===== src/design/mmc3_pkg.sv =====
// --------------------
// MMC3 shared widths, bank types and memory-map constants
// --------------------
`default_nettype none

package mmc3_pkg;

	// Bus widths
	localparam int CPU_ADDR_W = 16;     // CPU address bus
	localparam int PPU_ADDR_W = 14;     // PPU address bus
	localparam int OUT_ADDR_W = 22;     // Flat cartridge memory space

	typedef logic [CPU_ADDR_W-1:0] cpu_addr_t;
	typedef logic [PPU_ADDR_W-1:0] ppu_addr_t;
	typedef logic [OUT_ADDR_W-1:0] out_addr_t;

	// Bank indices
	typedef logic [5:0] prg_bank_t;     // 8 KB PRG bank, 64 banks
	typedef logic [7:0] chr_bank_t;     // 1 KB CHR bank, 256 banks
	typedef logic [2:0] bank_sel_t;     // Bank data target R0-R7

	// Fixed PRG banks
	localparam prg_bank_t PRG_LAST_BANK   = 6'b111111;  // Always at $E000
	localparam prg_bank_t PRG_SECOND_LAST = 6'b111110;  // $C000 or $8000 by mode

	// Region prefixes in the flat space
	// PRG ROM starts at zero, CHR sits above it and PRG RAM at the very top
	localparam logic [8:0] PRG_RAM_BASE = 9'b111100000; // Followed by A12:0
	localparam logic [2:0] CHR_BASE     = 3'b100;       // Followed by bank and A9:0

endpackage

`default_nettype wire

===== src/design/mmc3_mapper.sv =====
// --------------------
// MMC3 mapper top level
// Registers, PRG and CHR mapping, scanline IRQ
// --------------------
`default_nettype none

module mmc3_mapper
	import mmc3_pkg::*;
#(
	parameter int unsigned A12_FILTER_LEN = 15
) (
	input  logic       clk,
	input  logic       rst_n,
	input  logic       ce,            // CPU cycle strobe
	input  cpu_addr_t  prg_ain,
	input  logic       prg_write,
	input  logic [7:0] prg_din,
	output out_addr_t  prg_aout,
	output logic       prg_allow,
	input  ppu_addr_t  chr_ain,
	input  logic       chr_ram,       // Cart config, CHR is RAM
	output out_addr_t  chr_aout,
	output logic       chr_allow,
	output logic       vram_a10,
	output logic       vram_ce,
	output logic       irq
);

	logic       prg_mode;
	logic       chr_invert;
	logic       mirror_horiz;
	logic       ram_enable;
	logic       ram_protect;
	prg_bank_t  prg_bank_0;
	prg_bank_t  prg_bank_1;
	chr_bank_t  chr_bank_0;
	chr_bank_t  chr_bank_1;
	chr_bank_t  chr_bank_2;
	chr_bank_t  chr_bank_3;
	chr_bank_t  chr_bank_4;
	chr_bank_t  chr_bank_5;
	logic       irq_latch_wr;     // One-clock strobes from the register file
	logic [7:0] irq_latch_val;
	logic       irq_reload_wr;
	logic       irq_disable_wr;
	logic       irq_enable_wr;

	mmc3_regs u_mmc3_regs (
		.clk            (clk),
		.rst_n          (rst_n),
		.ce             (ce),
		.prg_ain        (prg_ain),
		.prg_write      (prg_write),
		.prg_din        (prg_din),
		.prg_mode       (prg_mode),
		.chr_invert     (chr_invert),
		.mirror_horiz   (mirror_horiz),
		.ram_enable     (ram_enable),
		.ram_protect    (ram_protect),
		.prg_bank_0     (prg_bank_0),
		.prg_bank_1     (prg_bank_1),
		.chr_bank_0     (chr_bank_0),
		.chr_bank_1     (chr_bank_1),
		.chr_bank_2     (chr_bank_2),
		.chr_bank_3     (chr_bank_3),
		.chr_bank_4     (chr_bank_4),
		.chr_bank_5     (chr_bank_5),
		.irq_latch_wr   (irq_latch_wr),
		.irq_latch_val  (irq_latch_val),
		.irq_reload_wr  (irq_reload_wr),
		.irq_disable_wr (irq_disable_wr),
		.irq_enable_wr  (irq_enable_wr)
	);

	mmc3_prg_map u_mmc3_prg_map (
		.prg_ain     (prg_ain),
		.prg_write   (prg_write),
		.prg_mode    (prg_mode),
		.prg_bank_0  (prg_bank_0),
		.prg_bank_1  (prg_bank_1),
		.ram_enable  (ram_enable),
		.ram_protect (ram_protect),
		.prg_aout    (prg_aout),
		.prg_allow   (prg_allow)
	);

	mmc3_chr_map u_mmc3_chr_map (
		.chr_ain      (chr_ain),
		.chr_ram      (chr_ram),
		.chr_invert   (chr_invert),
		.mirror_horiz (mirror_horiz),
		.chr_bank_0   (chr_bank_0),
		.chr_bank_1   (chr_bank_1),
		.chr_bank_2   (chr_bank_2),
		.chr_bank_3   (chr_bank_3),
		.chr_bank_4   (chr_bank_4),
		.chr_bank_5   (chr_bank_5),
		.chr_aout     (chr_aout),
		.chr_allow    (chr_allow),
		.vram_a10     (vram_a10),
		.vram_ce      (vram_ce)
	);

	mmc3_scanline_irq #(
		.A12_FILTER_LEN (A12_FILTER_LEN)
	) u_mmc3_scanline_irq (
		.clk            (clk),
		.rst_n          (rst_n),
		.ce             (ce),
		.chr_a12        (chr_ain[12]),    // Filter samples A12 itself
		.irq_latch_wr   (irq_latch_wr),
		.irq_latch_val  (irq_latch_val),
		.irq_reload_wr  (irq_reload_wr),
		.irq_disable_wr (irq_disable_wr),
		.irq_enable_wr  (irq_enable_wr),
		.irq            (irq)
	);

endmodule

`default_nettype wire


===== src/design/mmc3_scanline_irq.sv =====
// --------------------
// MMC3 scanline IRQ
// Filters PPU A12 rises and counts them down from the latch
// --------------------
`default_nettype none

module mmc3_scanline_irq #(
	parameter int unsigned A12_FILTER_LEN = 15    // CPU cycles A12 must stay low
) (
	input  logic       clk,
	input  logic       rst_n,
	input  logic       ce,
	input  logic       chr_a12,         // PPU A12, raw
	input  logic       irq_latch_wr,
	input  logic [7:0] irq_latch_val,
	input  logic       irq_reload_wr,
	input  logic       irq_disable_wr,
	input  logic       irq_enable_wr,
	output logic       irq
);

	logic [3:0] a12_ctr;        // Low-time filter
	logic       a12_rise;       // Counted rise this cycle
	logic [7:0] irq_latch;      // Reload value
	logic [7:0] counter;        // Scanline counter
	logic [7:0] next_counter;
	logic       reload_pend;    // $C001 seen since the last counted rise
	logic       irq_enable;

	// Sprite fetches toggle A12 fast, only a rise after a long low counts
	assign a12_rise = ce && chr_a12 && (a12_ctr == 4'd0);

	assign next_counter = (counter == 8'd0 || reload_pend) ? irq_latch : counter - 8'd1;

	always_ff @(posedge clk) begin
		if (!rst_n) begin
			a12_ctr     <= '0;
			irq_latch   <= '0;
			counter     <= '0;
			reload_pend <= 1'b0;
			irq_enable  <= 1'b0;
			irq         <= 1'b0;
		end else begin
			if (ce) begin
				if (chr_a12)
					a12_ctr <= 4'(A12_FILTER_LEN);   // Hold off while high
				else if (a12_ctr != 4'd0)
					a12_ctr <= a12_ctr - 4'd1;
			end
			if (a12_rise) begin
				counter     <= next_counter;
				reload_pend <= 1'b0;
				if (next_counter == 8'd0 && irq_enable)
					irq <= 1'b1;                       // Normal behavior, fires on zero
			end
			if (irq_latch_wr)
				irq_latch <= irq_latch_val;
			if (irq_reload_wr)
				reload_pend <= 1'b1;                   // Wins over a rise in the same cycle
			if (irq_enable_wr)
				irq_enable <= 1'b1;
			if (irq_disable_wr) begin
				irq_enable <= 1'b0;
				irq        <= 1'b0;                    // Also acknowledges
			end
		end
	end

endmodule

`default_nettype wire


===== src/design/mmc3_chr_map.sv =====
// --------------------
// MMC3 CHR mapper
// PPU address to CHR bank, nametable A10 and CIRAM select
// --------------------
`default_nettype none

module mmc3_chr_map
	import mmc3_pkg::*;
(
	input  ppu_addr_t chr_ain,
	input  logic      chr_ram,        // CHR is RAM on this cart
	input  logic      chr_invert,     // Swaps the 2 KB and 1 KB halves
	input  logic      mirror_horiz,
	input  chr_bank_t chr_bank_0,     // R0, bit 0 always clear
	input  chr_bank_t chr_bank_1,     // R1, bit 0 always clear
	input  chr_bank_t chr_bank_2,
	input  chr_bank_t chr_bank_3,
	input  chr_bank_t chr_bank_4,
	input  chr_bank_t chr_bank_5,
	output out_addr_t chr_aout,
	output logic      chr_allow,
	output logic      vram_a10,
	output logic      vram_ce
);

	logic      chr_half;  // 0 selects the 2 KB half
	chr_bank_t chr_sel;   // 1 KB bank for this access
	chr_bank_t a10_bit;

	assign chr_half = chr_ain[12] ^ chr_invert;
	assign a10_bit  = {7'b0, chr_ain[10]};

	always_comb begin
		case ({chr_half, chr_ain[11:10]})
			3'b0_00,
			3'b0_01: chr_sel = chr_bank_0 | a10_bit;   // A10 is the low bank bit
			3'b0_10,
			3'b0_11: chr_sel = chr_bank_1 | a10_bit;
			3'b1_00: chr_sel = chr_bank_2;
			3'b1_01: chr_sel = chr_bank_3;
			3'b1_10: chr_sel = chr_bank_4;
			default: chr_sel = chr_bank_5;
		endcase
	end

	// Pad bit keeps the 8-bit bank aligned in the 22-bit space
	assign chr_aout  = {CHR_BASE, 1'b0, chr_sel, chr_ain[9:0]};
	assign chr_allow = chr_ram;                       // Writes only to CHR RAM

	// Nametables live in the console's 2 KB CIRAM
	assign vram_a10 = mirror_horiz ? chr_ain[11] : chr_ain[10];
	assign vram_ce  = chr_ain[13];

endmodule

`default_nettype wire


===== src/design/mmc3_prg_map.sv =====
// --------------------
// MMC3 PRG mapper
// CPU address to PRG ROM or PRG RAM, plus access permission
// --------------------
`default_nettype none

module mmc3_prg_map
	import mmc3_pkg::*;
(
	input  cpu_addr_t prg_ain,
	input  logic      prg_write,
	input  logic      prg_mode,     // 1 swaps $8000 and $C000
	input  prg_bank_t prg_bank_0,   // R6
	input  prg_bank_t prg_bank_1,   // R7
	input  logic      ram_enable,
	input  logic      ram_protect,
	output out_addr_t prg_aout,
	output logic      prg_allow
);

	prg_bank_t prg_sel;   // 8 KB bank for the current window
	logic      prg_is_ram;
	out_addr_t rom_addr;
	out_addr_t ram_addr;

	// Window is A14:13 inside $8000-$FFFF
	always_comb begin
		case ({prg_ain[14:13], prg_mode})
			3'b00_0: prg_sel = prg_bank_0;          // $8000 R6
			3'b00_1: prg_sel = PRG_SECOND_LAST;     // $8000 fixed
			3'b01_0,
			3'b01_1: prg_sel = prg_bank_1;          // $A000 R7 in both modes
			3'b10_0: prg_sel = PRG_SECOND_LAST;     // $C000 fixed
			3'b10_1: prg_sel = prg_bank_0;          // $C000 R6
			default: prg_sel = PRG_LAST_BANK;       // $E000 always last
		endcase
	end

	// $6000-$7FFF unless a write hits protected RAM
	assign prg_is_ram = (prg_ain[15:13] == 3'b011) && ram_enable
		&& !(ram_protect && prg_write);

	// ROM region has a zero prefix
	assign rom_addr = {3'b000, prg_sel, prg_ain[12:0]};
	assign ram_addr = {PRG_RAM_BASE, prg_ain[12:0]};    // 8 KB without banking

	assign prg_aout  = prg_is_ram ? ram_addr : rom_addr;
	assign prg_allow = (prg_ain[15] && !prg_write) || prg_is_ram;  // ROM is read only

endmodule

`default_nettype wire


===== src/design/mmc3_regs.sv =====
// --------------------
// MMC3 CPU register file
// Decodes $8000-$FFFF writes into bank, mode and IRQ controls
// --------------------
`default_nettype none

module mmc3_regs
	import mmc3_pkg::*;
(
	input  logic       clk,
	input  logic       rst_n,
	input  logic       ce,              // One strobe per CPU cycle
	input  cpu_addr_t  prg_ain,
	input  logic       prg_write,
	input  logic [7:0] prg_din,
	output logic       prg_mode,        // 1 swaps the $8000 and $C000 windows
	output logic       chr_invert,      // 1 puts the 1 KB banks at $0000
	output logic       mirror_horiz,    // 0 vertical, 1 horizontal
	output logic       ram_enable,      // PRG RAM chip enable
	output logic       ram_protect,     // PRG RAM write deny
	output prg_bank_t  prg_bank_0,      // R6
	output prg_bank_t  prg_bank_1,      // R7
	output chr_bank_t  chr_bank_0,      // R0, 2 KB
	output chr_bank_t  chr_bank_1,      // R1, 2 KB
	output chr_bank_t  chr_bank_2,      // R2
	output chr_bank_t  chr_bank_3,      // R3
	output chr_bank_t  chr_bank_4,      // R4
	output chr_bank_t  chr_bank_5,      // R5
	output logic       irq_latch_wr,    // $C000 even
	output logic [7:0] irq_latch_val,
	output logic       irq_reload_wr,   // $C001 odd
	output logic       irq_disable_wr,  // $E000 even
	output logic       irq_enable_wr    // $E001 odd
);

	logic       reg_wr;       // Mapper write in this CPU cycle
	logic [2:0] reg_sel;      // A14:13 then A0
	bank_sel_t  bank_select;  // Target of the next bank data write

	// Only $8000 and up belongs to the mapper registers
	assign reg_wr  = ce && prg_write && prg_ain[15];
	assign reg_sel = {prg_ain[14:13], prg_ain[0]};

	// IRQ block keeps its own state, it only sees these strobes
	assign irq_latch_wr   = reg_wr && (reg_sel == 3'b10_0);
	assign irq_reload_wr  = reg_wr && (reg_sel == 3'b10_1);
	assign irq_disable_wr = reg_wr && (reg_sel == 3'b11_0);
	assign irq_enable_wr  = reg_wr && (reg_sel == 3'b11_1);
	assign irq_latch_val  = prg_din;

	always_ff @(posedge clk) begin
		if (!rst_n) begin
			bank_select  <= '0;
			prg_mode     <= 1'b0;
			chr_invert   <= 1'b0;
			mirror_horiz <= 1'b0;           // Vertical
			ram_enable   <= 1'b0;
			ram_protect  <= 1'b0;
			prg_bank_0   <= '0;
			prg_bank_1   <= '0;
			chr_bank_0   <= '0;
			chr_bank_1   <= '0;
			chr_bank_2   <= '0;
			chr_bank_3   <= '0;
			chr_bank_4   <= '0;
			chr_bank_5   <= '0;
		end else if (reg_wr) begin
			case (reg_sel)
				3'b00_0: begin              // Bank select
					chr_invert  <= prg_din[7];
					prg_mode    <= prg_din[6];
					bank_select <= prg_din[2:0];
				end
				3'b00_1: begin              // Bank data
					case (bank_select)
						// 2 KB banks ignore bit 0, A10 fills it later
						3'd0: chr_bank_0 <= {prg_din[7:1], 1'b0};
						3'd1: chr_bank_1 <= {prg_din[7:1], 1'b0};
						3'd2: chr_bank_2 <= prg_din;
						3'd3: chr_bank_3 <= prg_din;
						3'd4: chr_bank_4 <= prg_din;
						3'd5: chr_bank_5 <= prg_din;
						3'd6: prg_bank_0 <= prg_din[5:0];    // Upper bits unused
						3'd7: prg_bank_1 <= prg_din[5:0];
					endcase
				end
				3'b01_0: begin              // Mirroring
					mirror_horiz <= prg_din[0];
				end
				3'b01_1: begin              // PRG RAM protect
					ram_enable  <= prg_din[7];
					ram_protect <= prg_din[6];
				end
				default: begin              // IRQ registers, strobes only
				end
			endcase
		end
	end

endmodule

`default_nettype wire


===== config.mk =====
export PLATFORM = sky130hd
export DESIGN_NAME = mmc3_mapper
export DESIGN_NICKNAME = d
export VERILOG_FILES = /design/src/design/mmc3_pkg.sv /design/src/design/mmc3_mapper.sv /design/src/design/mmc3_scanline_irq.sv /design/src/design/mmc3_chr_map.sv /design/src/design/mmc3_prg_map.sv /design/src/design/mmc3_regs.sv
export SDC_FILE = /design/constraint.sdc
export NUM_CORES = 1
export LEC_CHECK = 0
export BUFFER_PORTS_ARGS = -buffer_cell sky130_fd_sc_hd__buf_2
export CORE_AREA = 2 2 112 114
export CTS_CLUSTER_SIZE = 14
export DETAILED_ROUTE_END_ITERATION = 10
export DIE_AREA = 0 0 114 116
export PLACE_DENSITY_LB_ADDON = 0.05
export SLEW_MARGIN = 5
export SYNTH_ARGS = -nofsm -noshare
export SYNTH_HDL_FRONTEND = slang
export SYNTH_SLANG_ARGS = --single-unit

===== constraint.sdc =====
create_clock -name clk -period 1.8 [get_ports clk]
set_input_delay 0.09 -clock clk [delete_from_list [all_inputs] [get_ports clk]]
set_output_delay 0.09 -clock clk [all_outputs]
set_load 0.005 [all_outputs]

==> impl_metrics.yaml <==
status:
  status: "finished, final reports clean"
final_layout:
  fin_area_sq_mm: 0.00545
  area_delta_synth_final_pct: 16.5
  finalNonFillerCells: 689
  final_nets: 584
  final_common_cell: "dfxtp_1"
  n_fill_cell: 1193
  final_layout_size_suffix_gt1_share_pct: 23.2
  diodes: 0
  final_util_pct: 45.8
  mostFrequentLayoutCells: "dfxtp_1, mux2i_1, nor2b_1, nand2_1, buf_2"
placement:
  dp_worst_setup_slack_ns: -0.0127
  gp_congestion: 0.856
  port_buffers: 39
  dp_hpwl_mm: 7.75
  dp.cells: 666
  place_area_sq_mm: 0.00497
yosys:
  ys_seq_area_share_pct: 38.1
  syn_avg_cell_area_sq_um: 9.09
  yosysTopAreaCell: "dfxtp_1"
  synth.distinct_cells: 54
  synth-warning-count: 0
  synth_top_area_share_pct: 38.1
  ys.flop_type: "dfxtp_1"
  synth-async-reset-ratio_pct: 0
  synth_edf_count: 0
  synthTopCellsByArea: "dfxtp_1, mux2i_1, nor2b_1"
  netlist_instances: 515
  synth-seq-cells: 89
  syn-cell-area_sq_mm: 0.00468
clock_network:
  cts_hold_buf: 0
  clock_sinks: 89
  clkSlewWorstSetupHoldPaths_ns: 0.06
  cts_buffers: 9
  root_buffer: "clkbuf_16"
  cts_tree: "done"
  cts_max_level: 3
  worstSkewPairLatency_ns: 0.34
  cts_max_path_buffers: 2
sta:
  setup_ws_ns: 0.0446
  slew_violations: 0
  fin_crit_sh_pct: 97.5
  rsz0062_at_grt: "yes"
  finalHoldViolations: 0
  setup_viol: 0
  finClkSkew_ns: 0.00295
  period_needed_ns: 1.76
  fmax_mhz: 570
detailed_routing:
  drc: 0
  via_count: 3534
  wl_per_cell_microns: 16.8
  drtPass1Iterations: 4
  finalWirelength_mm: 11.6
  drt-initial-drc-count: 152
  vias_per_cell: 5.13
  postRouteAntennaNets: 0
critical_path:
  cp_top_family: "compound AO/OA/AOI/OAI gates"
  path_class: "reg2out"
  critPathCaptureType: "output pin"
  path_buf_inv: 2
  required_ns: 1.71
  cp_slowest_stage_delay_ns: 0.38
  crit_arrival_ns: 1.67
  r2r_slack_ns: 0.10
  crit_chain: "xor2_4, buf_12, a211oi_1, a31oi_1, o21ai_0, o21ai_1, buf_2"
  cp_max_fo: 9
  worst_setup_path_start_kind: "flip-flop"
  slowest_stage: "dfxtp_4"
worst_hold_path:
  hp-class: "in2reg"
die:
  fp.dieH_microns: 116
  io_pins: 92
  initial_core_util_pct: 39.3
  core.rowCount: 40
  core_sq_mm: 0.0119
  die_w_microns: 114
  die_area_sq_mm: 0.0132
global_route:
  grt_pass1_vias: 3443
  antenna_found_initial: 0
  overflow: 0
  track_usage_pct: 18.5
  grt_max_degree: 55
  grt_pass1_wl_mm: 18.8
power_and_ir_drop:
  ir_drop_uv: 729
  p_leak_uw: 0.00202
  power_density_mw_per_mm2: 892
job:
  drv_cap: 0
## state kept, by name, indices dropped and copies added, names as in the netlist, 3 cells and up
name / cells
u_mmc3_regs.chr_bank_0: 7
u_mmc3_regs.chr_bank_1: 7
u_mmc3_scanline_irq.a12_ctr: 4
u_mmc3_regs.prg_bank_0: 6
u_mmc3_regs.chr_bank_3: 8
u_mmc3_regs.bank_select: 3
u_mmc3_regs.prg_bank_1: 6
u_mmc3_scanline_irq.counter: 8
u_mmc3_scanline_irq.irq_latch: 8
u_mmc3_regs.chr_bank_4: 8
u_mmc3_regs.chr_bank_2: 8
u_mmc3_regs.chr_bank_5: 8
## through the flow
stage	setup TNS [ns]	power (uW)	hold slack, ns
floorplan	0	2480	0.256
global placement	0	2630	0.180
detailed placement	-0.0127	2630	0.180
CTS	-0.0432	4910	0.0993
global route	-0.107	5080	0.122
finish	0	4860	0.115
## worst paths after layout
path | start | end | cells past startpoint
worst max-delay path | u_mmc3_regs.chr_invert$_SDFFE_PN0P_ | chr_aout[12] | 7
worst min-delay path | prg_din[6] | u_mmc3_regs.chr_bank_3[6]$_SDFFE_PN0P_ | 3
worst max register to register | u_mmc3_scanline_irq.a12_ctr[1]$_SDFFE_PN0P_ | u_mmc3_scanline_irq.counter[4]$_SDFFE_PN0P_ | 7
worst min register to register | u_mmc3_regs.chr_bank_3[0]$_SDFFE_PN0P_ | u_mmc3_regs.chr_bank_3[0]$_SDFFE_PN0P_ | 2
## routing by layer
layer	share of wire [%]	global-route usage, %	wire (microns)	vias up
li1	-	-	-	1782
met1	49	24.8	5700	1653
met2	45	29.3	5240	80
met3	4.3	5.54	501	19
met4	1.5	4.80	174	0
met5	0	0	0	-
## worst register-to-register path, cell delays in order, from the launching register on
cell	delay (ns)
dfxtp_1	0.32
inv_1	0.08
ha_1	0.13
or3b_4	0.39
or2_4	0.31
a21oi_1	0.15
nor2b_1	0.06
o21a_1	0.16
## kinds of logic after synthesis
group,after synthesis,share of synthesized area (%)
AO/OA/AOI/OAI,79,11.2
AND/OR/NAND/NOR,182,22.7
other,2,0.160
adder cells (fa/ha/maj),4,1.07
XOR/XNOR,5,0.936
multiplexers,80,17.1
flip-flops,89,38.1
buffers and inverters,74,8.79
## cell type report
class	instances	area, sq um	share of cell area, %
clock buffers	12	256	4.70
repair buffers	77	522	9.57
flip-flops and latches	89	1790	32.8
clock inverters	4	98.8	1.81
multi-input cells	354	2580	47.3
inverters	6	22.5	0.413
well taps	147	184	3.37
## synthesized netlist by cell type, types with 2 or more instances
master and instances:
nand4b_1 3, buf_4 34, nand2_1 45, nor3_1 10, o31a_1 2, a21o_1 2
mux2i_1 79, nand2b_1 3, nor4b_1 2, xor2_1 3, nand3_1 4, clkbuf_1 29
conb_1 2, o22ai_1 3, o22a_1 2, a211oi_1 2, xnor2_1 2, nor2_2 2
nor4_4 2, and2_1 4, nor4_1 3, or4_1 3, a31oi_1 3, nor2_1 13
buf_2 5, a21boi_0 15, o211ai_1 7, nor2b_1 71, a21oi_1 10, o2111ai_1 3
nand4_1 2, or3_1 5, dfxtp_1 89, o21ai_0 23, ha_1 4, inv_1 6
## report_power, final
group	internal (uW)	switching, uW	leakage [uW]
clock network	1440	787	0.000173
logic	294	327	0.00112
registers	1990	25.9	0.000720
## what timing repair did
item / in CTS / in global routing
endpoints found under the setup margin: 4 / 18
endpoints found under the hold margin: 0 / 0
setup buffers: 3 / 4
pin swaps: 1 / 5
resized for setup: 10 / 20
cloned: 1 / 0
(Power assumes the default switching activity.)
